===== config.mk =====
export PLATFORM = sky130hd
export DESIGN_NAME = Cache
export DESIGN_NICKNAME = d
export VERILOG_FILES = /design/src/hw/cachePkg.sv /design/src/hw/memPortIf.sv /design/src/hw/Cache.sv /design/src/hw/cacheSet.sv /design/src/hw/replacePolicy.sv
export SDC_FILE = /design/constraint.sdc
export NUM_CORES = 2
export LEC_CHECK = 0
export BUFFER_PORTS_ARGS = -buffer_cell sky130_fd_sc_hd__buf_2
export CORE_ASPECT_RATIO = 1.5
export CORE_MARGIN = 3
export CORE_UTILIZATION = 45
export CTS_BUF_LIST = sky130_fd_sc_hd__clkbuf_8
export DETAILED_ROUTE_END_ITERATION = 8
export HOLD_SLACK_MARGIN = 0.1
export SYNTH_ARGS = -nofsm -noshare
export SYNTH_HDL_FRONTEND = slang
export SYNTH_SLANG_ARGS = --single-unit

===== constraint.sdc =====
create_clock -name CLK -period 24.8 [get_ports CLK]
set_input_delay 1.24 -clock CLK [delete_from_list [all_inputs] [get_ports CLK]]
set_output_delay 1.24 -clock CLK [all_outputs]
set_load 0.05 [all_outputs]

===== src/hw/cachePkg.sv =====
package cachePkg;

    ////////////////////////////////////////////////////////////
    // Fixed widths
    ////////////////////////////////////////////////////////////

    localparam int ADDR_WIDTH   = 32;
    localparam int DATA_WIDTH   = 32;
    // Byte offset inside one 32-bit word
    localparam int OFFSET_WIDTH = 2;

    typedef logic [ADDR_WIDTH-1:0] addrT;
    typedef logic [DATA_WIDTH-1:0] dataT;

    ////////////////////////////////////////////////////////////
    // Enumerations
    ////////////////////////////////////////////////////////////

    // Victim selection when a set is full
    typedef enum logic {
        FIFO,
        LRU
    } policyE;

    // Per-set miss sequencing
    typedef enum logic [1:0] {
        IDLE,
        RESPOND,
        WRITEBACK,
        FETCH
    } setStateE;

endpackage


===== src/hw/memPortIf.sv =====
`timescale 1ns/1ps

interface memPortIf;
    import cachePkg::*;

    // Driven by the set
    logic readValid;
    addrT readAddr;
    logic writeValid;
    addrT writeAddr;
    dataT writeData;

    // Driven by the top level
    logic readReady;
    dataT readData;

    modport cacheSide (
        output readValid, readAddr,
        output writeValid, writeAddr, writeData,
        input  readReady, readData
    );

    modport topSide (
        input  readValid, readAddr,
        input  writeValid, writeAddr, writeData,
        output readReady, readData
    );

endinterface


===== src/hw/Cache.sv =====
`timescale 1ns/1ps

module Cache #(
    parameter int               SETS   = 4,
    parameter int               WAYS   = 2,
    parameter cachePkg::policyE POLICY = cachePkg::FIFO
) (
    input  logic           CLK,
    input  logic           rstN,
    // Master side
    input  logic           rcValid,
    input  logic           rcRW,
    input  cachePkg::addrT rcAddr,
    input  cachePkg::dataT rcWriteData,
    output logic           rcBusy,
    output logic           rcDone,
    output logic           rcHit,
    output cachePkg::dataT rcReadData,
    // Memory side
    output logic           cmWriteValid,
    output cachePkg::addrT cmWriteAddr,
    output cachePkg::dataT cmWriteData,
    output logic           cmReadValid,
    output cachePkg::addrT cmReadAddr,
    input  logic           cmReadReady,
    input  cachePkg::dataT cmReadData
);
    import cachePkg::*;

    localparam int INDEX_W = $clog2(SETS);

    typedef logic [INDEX_W-1:0] indexT;

    indexT           lookupIndex;
    indexT           activeIdx;
    logic            accept;
    logic [SETS-1:0] doneVec;
    logic [SETS-1:0] hitVec;
    logic [SETS-1:0] readValidVec;
    logic [SETS-1:0] writeValidVec;
    dataT            readDataArr  [SETS];
    addrT            readAddrArr  [SETS];
    addrT            writeAddrArr [SETS];
    dataT            writeDataArr [SETS];

    memPortIf memPort [SETS] ();

    assign lookupIndex = rcAddr[OFFSET_WIDTH +: INDEX_W];
    assign accept      = rcValid && !rcBusy;

    ////////////////////////////////////////////////////////////
    // Request tracking
    ////////////////////////////////////////////////////////////

    // Busy from acceptance through the rcDone cycle
    always_ff @(posedge CLK) begin
        if (!rstN) begin
            rcBusy    <= 1'b0;
            activeIdx <= '0;
        end else if (accept) begin
            rcBusy    <= 1'b1;
            activeIdx <= lookupIndex;
        end else if (rcDone) begin
            rcBusy <= 1'b0;
        end
    end

    ////////////////////////////////////////////////////////////
    // Sets
    ////////////////////////////////////////////////////////////

    for (genvar i = 0; i < SETS; i++) begin : gSet
        cacheSet #(
            .SETS      (SETS),
            .WAYS      (WAYS),
            .POLICY    (POLICY),
            .SET_INDEX (i)
        ) cacheSet_i (
            .CLK         (CLK),
            .rstN        (rstN),
            .lookupValid (accept && lookupIndex == indexT'(i)),
            .rcRW        (rcRW),
            .rcAddr      (rcAddr),
            .rcWriteData (rcWriteData),
            .rcDone      (doneVec[i]),
            .rcHit       (hitVec[i]),
            .rcReadData  (readDataArr[i]),
            .mem         (memPort[i].cacheSide)
        );

        // Only the owning set sees the memory answer
        assign memPort[i].readReady = cmReadReady && activeIdx == indexT'(i);
        assign memPort[i].readData  = cmReadData;

        assign readValidVec[i]  = memPort[i].readValid;
        assign readAddrArr[i]   = memPort[i].readAddr;
        assign writeValidVec[i] = memPort[i].writeValid;
        assign writeAddrArr[i]  = memPort[i].writeAddr;
        assign writeDataArr[i]  = memPort[i].writeData;
    end

    // Output mux follows the registered index
    assign rcDone       = doneVec[activeIdx];
    assign rcHit        = hitVec[activeIdx];
    assign rcReadData   = readDataArr[activeIdx];
    assign cmReadValid  = readValidVec[activeIdx];
    assign cmReadAddr   = readAddrArr[activeIdx];
    assign cmWriteValid = writeValidVec[activeIdx];
    assign cmWriteAddr  = writeAddrArr[activeIdx];
    assign cmWriteData  = writeDataArr[activeIdx];

    singleSetDone: assert property (@(posedge CLK) disable iff (!rstN)
        $onehot0(doneVec));

endmodule


===== src/hw/cacheSet.sv =====
`timescale 1ns/1ps

module cacheSet #(
    parameter int               SETS      = 4,
    parameter int               WAYS      = 2,
    parameter cachePkg::policyE POLICY    = cachePkg::FIFO,
    parameter int               SET_INDEX = 0
) (
    input  logic           CLK,
    input  logic           rstN,
    input  logic           lookupValid,
    input  logic           rcRW,
    input  cachePkg::addrT rcAddr,
    input  cachePkg::dataT rcWriteData,
    output logic           rcDone,
    output logic           rcHit,
    output cachePkg::dataT rcReadData,
    memPortIf.cacheSide    mem
);
    import cachePkg::*;

    localparam int INDEX_W = $clog2(SETS);
    localparam int WAY_W   = $clog2(WAYS);
    localparam int TAG_W   = ADDR_WIDTH - INDEX_W - OFFSET_WIDTH;
    localparam logic [INDEX_W-1:0] MY_INDEX = INDEX_W'(SET_INDEX);

    typedef logic [TAG_W-1:0] tagT;
    typedef logic [WAY_W-1:0] wayT;

    ////////////////////////////////////////////////////////////
    // Way storage
    ////////////////////////////////////////////////////////////

    tagT             tags  [WAYS];
    dataT            words [WAYS];
    logic [WAYS-1:0] valid;
    logic [WAYS-1:0] dirty;

    // Request held while a miss is in progress
    setStateE state;
    tagT      reqTag;
    logic     reqRW;
    dataT     reqData;
    wayT      wayReg;
    logic     hitReg;
    dataT     respData;

    tagT             lookupTag;
    logic [WAYS-1:0] hitVec;
    logic            anyHit;
    wayT             hitWay;
    wayT             victimWay;
    dataT            fillWord;
    logic            touch;

    assign lookupTag = rcAddr[ADDR_WIDTH-1 -: TAG_W];

    always_comb begin
        anyHit = 1'b0;
        hitWay = '0;
        for (int w = 0; w < WAYS; w++) begin
            hitVec[w] = valid[w] && tags[w] == lookupTag;
            if (hitVec[w]) begin
                anyHit = 1'b1;
                hitWay = wayT'(w);
            end
        end
    end

    // A write miss merges the store word over the fetched one
    assign fillWord = reqRW ? reqData : mem.readData;

    ////////////////////////////////////////////////////////////
    // Miss FSM
    ////////////////////////////////////////////////////////////

    always_ff @(posedge CLK) begin
        if (!rstN) begin
            state  <= IDLE;
            valid  <= '0;
            dirty  <= '0;
            hitReg <= 1'b0;
            wayReg <= '0;
        end else begin
            case (state)
                IDLE: begin
                    if (lookupValid && anyHit) begin
                        state  <= RESPOND;
                        hitReg <= 1'b1;
                        wayReg <= hitWay;
                        if (rcRW) begin
                            dirty[hitWay] <= 1'b1;
                        end
                    end else if (lookupValid) begin
                        hitReg <= 1'b0;
                        wayReg <= victimWay;
                        // Dirty victim goes out first
                        if (valid[victimWay] && dirty[victimWay]) begin
                            state <= WRITEBACK;
                        end else begin
                            state <= FETCH;
                        end
                    end
                end
                WRITEBACK: begin
                    state <= FETCH;
                end
                FETCH: begin
                    if (mem.readReady) begin
                        state         <= RESPOND;
                        valid[wayReg] <= 1'b1;
                        dirty[wayReg] <= reqRW;
                    end
                end
                RESPOND: begin
                    state <= IDLE;
                end
                default: begin
                    state <= IDLE;
                end
            endcase
        end
    end

    // Tags, words and the captured request
    always_ff @(posedge CLK) begin
        if (state == IDLE && lookupValid) begin
            reqTag  <= lookupTag;
            reqRW   <= rcRW;
            reqData <= rcWriteData;
            if (anyHit && rcRW) begin
                words[hitWay] <= rcWriteData;
                respData      <= rcWriteData;
            end else if (anyHit) begin
                respData <= words[hitWay];
            end
        end
        if (state == FETCH && mem.readReady) begin
            tags[wayReg]  <= reqTag;
            words[wayReg] <= fillWord;
            respData      <= fillWord;
        end
    end

    // FIFO only moves on fills, LRU on every completion
    assign touch = state == RESPOND && (POLICY == LRU || !hitReg);

    replacePolicy #(
        .WAYS   (WAYS),
        .POLICY (POLICY)
    ) replacePolicy_i (
        .CLK       (CLK),
        .rstN      (rstN),
        .touch     (touch),
        .touchWay  (wayReg),
        .validMask (valid),
        .victimWay (victimWay)
    );

    assign rcDone     = state == RESPOND;
    assign rcHit      = hitReg;
    assign rcReadData = respData;

    assign mem.readValid  = state == FETCH;
    assign mem.readAddr   = {reqTag, MY_INDEX, {OFFSET_WIDTH{1'b0}}};
    assign mem.writeValid = state == WRITEBACK;
    assign mem.writeAddr  = {tags[wayReg], MY_INDEX, {OFFSET_WIDTH{1'b0}}};
    assign mem.writeData  = words[wayReg];

    noReadDuringWrite: assert property (@(posedge CLK) disable iff (!rstN)
        !(mem.readValid && mem.writeValid));

    // Top level must hold off new lookups while this set is busy
    lookupOnlyWhenIdle: assert property (@(posedge CLK) disable iff (!rstN)
        lookupValid |-> state == IDLE);

endmodule


===== src/hw/replacePolicy.sv =====
`timescale 1ns/1ps

module replacePolicy #(
    parameter int               WAYS   = 2,
    parameter cachePkg::policyE POLICY = cachePkg::FIFO
) (
    input  logic                    CLK,
    input  logic                    rstN,
    input  logic                    touch,
    input  logic [$clog2(WAYS)-1:0] touchWay,
    input  logic [WAYS-1:0]         validMask,
    output logic [$clog2(WAYS)-1:0] victimWay
);
    import cachePkg::*;

    localparam int WAY_W = $clog2(WAYS);

    typedef logic [WAY_W-1:0] wayT;

    logic anyInvalid;
    wayT  firstInvalid;
    wayT  policyWay;

    // Lowest invalid way wins over the policy
    always_comb begin
        anyInvalid   = 1'b0;
        firstInvalid = '0;
        for (int w = WAYS - 1; w >= 0; w--) begin
            if (!validMask[w]) begin
                anyInvalid   = 1'b1;
                firstInvalid = wayT'(w);
            end
        end
    end

    generate
        if (POLICY == FIFO) begin : gFifo
            wayT fifoPtr;

            // Only a fill lands on the pointer way
            always_ff @(posedge CLK) begin
                if (!rstN) begin
                    fifoPtr <= '0;
                end else if (touch && touchWay == fifoPtr) begin
                    fifoPtr <= fifoPtr + 1'b1;
                end
            end

            assign policyWay = fifoPtr;
        end else begin : gLru
            wayT ages [WAYS];
            wayT oldestWay;

            // Touched way becomes youngest, younger ones age by one
            always_ff @(posedge CLK) begin
                if (!rstN) begin
                    for (int w = 0; w < WAYS; w++) begin
                        ages[w] <= '0;
                    end
                end else if (touch) begin
                    for (int w = 0; w < WAYS; w++) begin
                        if (wayT'(w) == touchWay) begin
                            ages[w] <= '0;
                        end else if (ages[w] <= ages[touchWay] && ages[w] != wayT'(WAYS - 1)) begin
                            ages[w] <= ages[w] + 1'b1;
                        end
                    end
                end
            end

            // Oldest age, lowest index on a tie
            always_comb begin
                oldestWay = '0;
                for (int w = 1; w < WAYS; w++) begin
                    if (ages[w] > ages[oldestWay]) begin
                        oldestWay = wayT'(w);
                    end
                end
            end

            assign policyWay = oldestWay;
        end
    endgenerate

    assign victimWay = anyInvalid ? firstInvalid : policyWay;

    touchWayInRange: assert property (@(posedge CLK) disable iff (!rstN)
        touch |-> int'(touchWay) < WAYS);

endmodule


==> run summary <==
The flow ran to the end, and the final reports show no timing, DRC or antenna violations. The worst hold slack came out at roughly 0.46 ns. The critical path's top delay family is buffers and inverters. At the end of the flow, the number of nets in the layout was about 3,200.

After synthesis, the largest family of logic cells by area is multiplexers. The design draws 3.10 mW. The library cells used most frequently in the layout, excluding fill and tap cells, are edfxtp_1, mux2i_1, buf_2. The actual slew at the worst max-slew pin came out at around 1.1 ns. The detail route stage leaves a number of antenna-violating nets equal to 0. Clock tree synthesis selected as its root buffer the cell clkbuf_8. Setup repair after global routing left no endpoint under its margin. TritonCTS built the clock tree. The simple-gate area share of the yosys netlist came out at 0.0580. Summing over every cut layer, the via total after detailed routing is between 20,000 and 30,000. The fraction of the cycle the final worst path needs came out at 0.223.

The number of sinks driven by the clock tree came out at ~900. The growth of design area from synthesis to finish is 11.6%. Derived from the worst setup path, the maximum achievable clock frequency is 181 MHz. The cell that appears most often on the critical path is buf_4.

Measured against its own limit, the worst slew margin works out to 0.239. Gates resized during post-CTS repair numbered 0. Setup violations remaining at the end of the flow were counted as 0. Counting distinct cell types in the post-synthesis netlist gives 67.

The register area share after synthesis came out at 0.627. The maximum clock insertion buffer count is 3. The setup slack at placement came out at 19.59 ns.

The depth of the CTS H-tree came out at 4. The routed wirelength normalized by instance count is between 30 and 40 um. The clock transition at the register clock pins on the worst setup and hold paths after CTS came out at about 0.060 ns. Averaged over all synthesized cells, the footprint is roughly 15 um2. The global-route usage over all layers is 0.292. Detailed placement ended at an HPWL of 86,400 um. The critical path goes through buf_4 -> buf_4 -> mux4_2 -> inv_1 -> buf_2.

The width of the chip came out at roughly 260 um. Summed over all layers, the global routing overflow is 0. For this run, design rule violations remaining after detail routing come to 0. The detailed-routing iteration count for the pre-antenna-repair pass came out at 5. The delay of the slowest cell on the worst path came out at 0.98 ns.

The number of post-CTS setup repair buffers came out at 0. The data arrival time of the critical path came out at approximately 4.3 ns. The die footprint is between 90,000 and 100,000 um2. The number of slew-limit violations in the final report is 0. The slowest library cell on the worst path is buf_4. The number of storage elements in the synthesis netlist came out at 895. The most frequently used flop master after synthesis is edfxtp_1. The number of rows created at floorplan came out at about 140. The final setup slack of the worst path is roughly 19 ns.

The startpoint-to-endpoint class of the critical path is reg -> out. In this run the cell area of the synthesized design comes to 42,200 um2. Across the run, the number of max-cap violations was 0. The largest net degree at the start of global routing is 99. The depth of the worst hold-timing path came out at 0. The die height came out at 381 um. The CTS buffer count came out at ~140. The largest clock skew in the final design came out at ~0.042 ns. The number of instances in the synthesized netlist is approximately 2,900. The core region is about 90,000 um2. The first global-routing pass estimated slightly above 200,000 um of wire. During I/O placement, the number of pins put on the boundary was about 230.

The number of enable-type register cells in the synthesized netlist came out at ~850. The worst setup path is launched from a register. The cell area power density is 65.8 nW/um2. The final standard cell area without fillers is ~47,000 um2. Of the total synthesized cell area, the portion taken by full adders, half adders and majority gates is 0. The initial antenna violation count came out at 20. The worst reg-to-reg path cell count came out at 6. The xor/xnor cell area share of the yosys netlist came out at 0.0459. The total placed instance area is 44,500 um2. The port buffer count came out at around 230. The largest fanout on the critical path came out at 62. The tightest min-delay check is of the reg -> reg type.

The final critical path time including I/O delays and setup came out at approximately 5.5 ns. The share of final-layout standard cells stronger than drive strength 1 came out at 0.213. The share of the synthesized area in compound gates (AO/OA/AOI/OAI) came out at 0.0805. The clock latency of the later-clocked register in the worst-skew pair came out at roughly 0.85 ns. The number of failing hold endpoints at the final stage is 0.

The iteration-0 DRC count of the detailed router is about 2,600. The worst setup path is captured at a primary output. The initial utilization of the core area, before any placement, comes to 0.457. The number of global-route vias before repair is 28,300. The required time reported for the critical path endpoint came out at approximately 24 ns. The final routed wirelength across all metal layers is about 140,000 um. The synthesis warning total is 0. Of the post-synthesis cell area, the part taken by muxes is 0.155.

The buffer and inverter count on the worst path came out at 4. The final estimated routing congestion in global placement came out at approximately 0.93. The final setup TNS is 0 ns. In this run the number of cells on the critical path is 5. The fraction of synthesis flops using an asynchronous set or reset pin came out at 0. The post-detailed-route via-to-cell ratio is about 6.2. The analysis attributes to cell leakage a power of ~16 nW. The largest vdd supply drop is ~0.000055 V. Leaving out fill and tap cells, the most frequent cell in the layout is edfxtp_1. The hold buffer count at cts is 0.
[registers in the layout, summed over array words and instances (netlist names), 8 cells and up, named ones only]
register	cells
gSet.cacheSet_i.reqTag	112
gSet.cacheSet_i.words	256
gSet.cacheSet_i.rcReadData	128
gSet.cacheSet_i.state	8
gSet.cacheSet_i.tags	224
gSet.cacheSet_i.valid	8
gSet.cacheSet_i.reqData	128
gSet.cacheSet_i.dirty	8
[metal layers]
metal,share of wire,routed length [um],track usage
met3,0.080,11500,0.0581
met5,0.00040,57,0
met1,0.35,50800,0.338
met4,0.053,7640,0.151
met2,0.51,73800,0.513
[Yosys cell counts (17+ instances only)]
master    instances  area (um2)
edfxtp_1        852       25600
mux2i_1         340        3400
a211oi_1        167        1250
nor2b_1         129         807
mux4_2          121        2730
a21oi_1         118         591
xor2_1          116        1020
inv_1           109         409
clkbuf_1        105         394
nor2_1          105         394
xnor2_1         105         920
nor3_1           44         220
a221oi_1         43         377
dfxtp_1          43         861
nand2_1          43         161
a31oi_1          42         263
nand4_1          40         250
nor4_1           37         231
mux2_2           35         394
o21a_1           35         263
buf_1            34         128
buf_2            34         170
a221oi_2         22         330
buf_4            17         128
[where the power goes]
part / switching (mW) / total (mW) / internal (mW)
Sequential: 0.0196 / 1.68 / 1.66
Combinational: 0.181 / 0.258 / 0.0765
Clock: 0.589 / 1.16 / 0.566
Total: 0.790 / 3.10 / 2.31
[cell families (layout without fill, tap and decap cells)]
family,after synthesis,after routing
xor+xnor,221,221
simple gates,453,453
flops,895,895
buf+inv,317,636
other cells,1,18
compound gates,470,470
mux,496,496
[per-stage QoR]
step	instances	util
after floorplan	2856	-
after global placement	4170	0.483
after detailed placement	4170	0.483
after CTS	4417	0.510
after global routing	4421	0.510
final	4431	0.510
[final cells by class]
cell class	instances	area [um2]
inverters	110	413
clock buffers	150	2060
clock inverters	97	432
diodes	14	35.0
flip-flops and latches	895	26500
repair buffers	279	1540
multi-input cells	1644	14500
fillers	8032	45200
well taps	1242	1550
[final timing paths]
path / startpoint / endpoint / slack, ns
min: gSet[2].cacheSet_i.reqTag[21]$_DFFE_PP_ / gSet[2].cacheSet_i.tags[1][21]$_DFFE_PP_ / 0.46
min reg2reg: gSet[2].cacheSet_i.reqTag[21]$_DFFE_PP_ / gSet[2].cacheSet_i.tags[1][21]$_DFFE_PP_ / 0.46
max reg2reg: activeIdx[1]$_SDFFE_PN0P_ / gSet[3].cacheSet_i.words[0][21]$_DFFE_PP_ / 20.64
max: activeIdx[1]$_SDFFE_PN0P_ / cmWriteData[28] / 19.27
No activity file was read; power rests on OpenSTA's default activity.
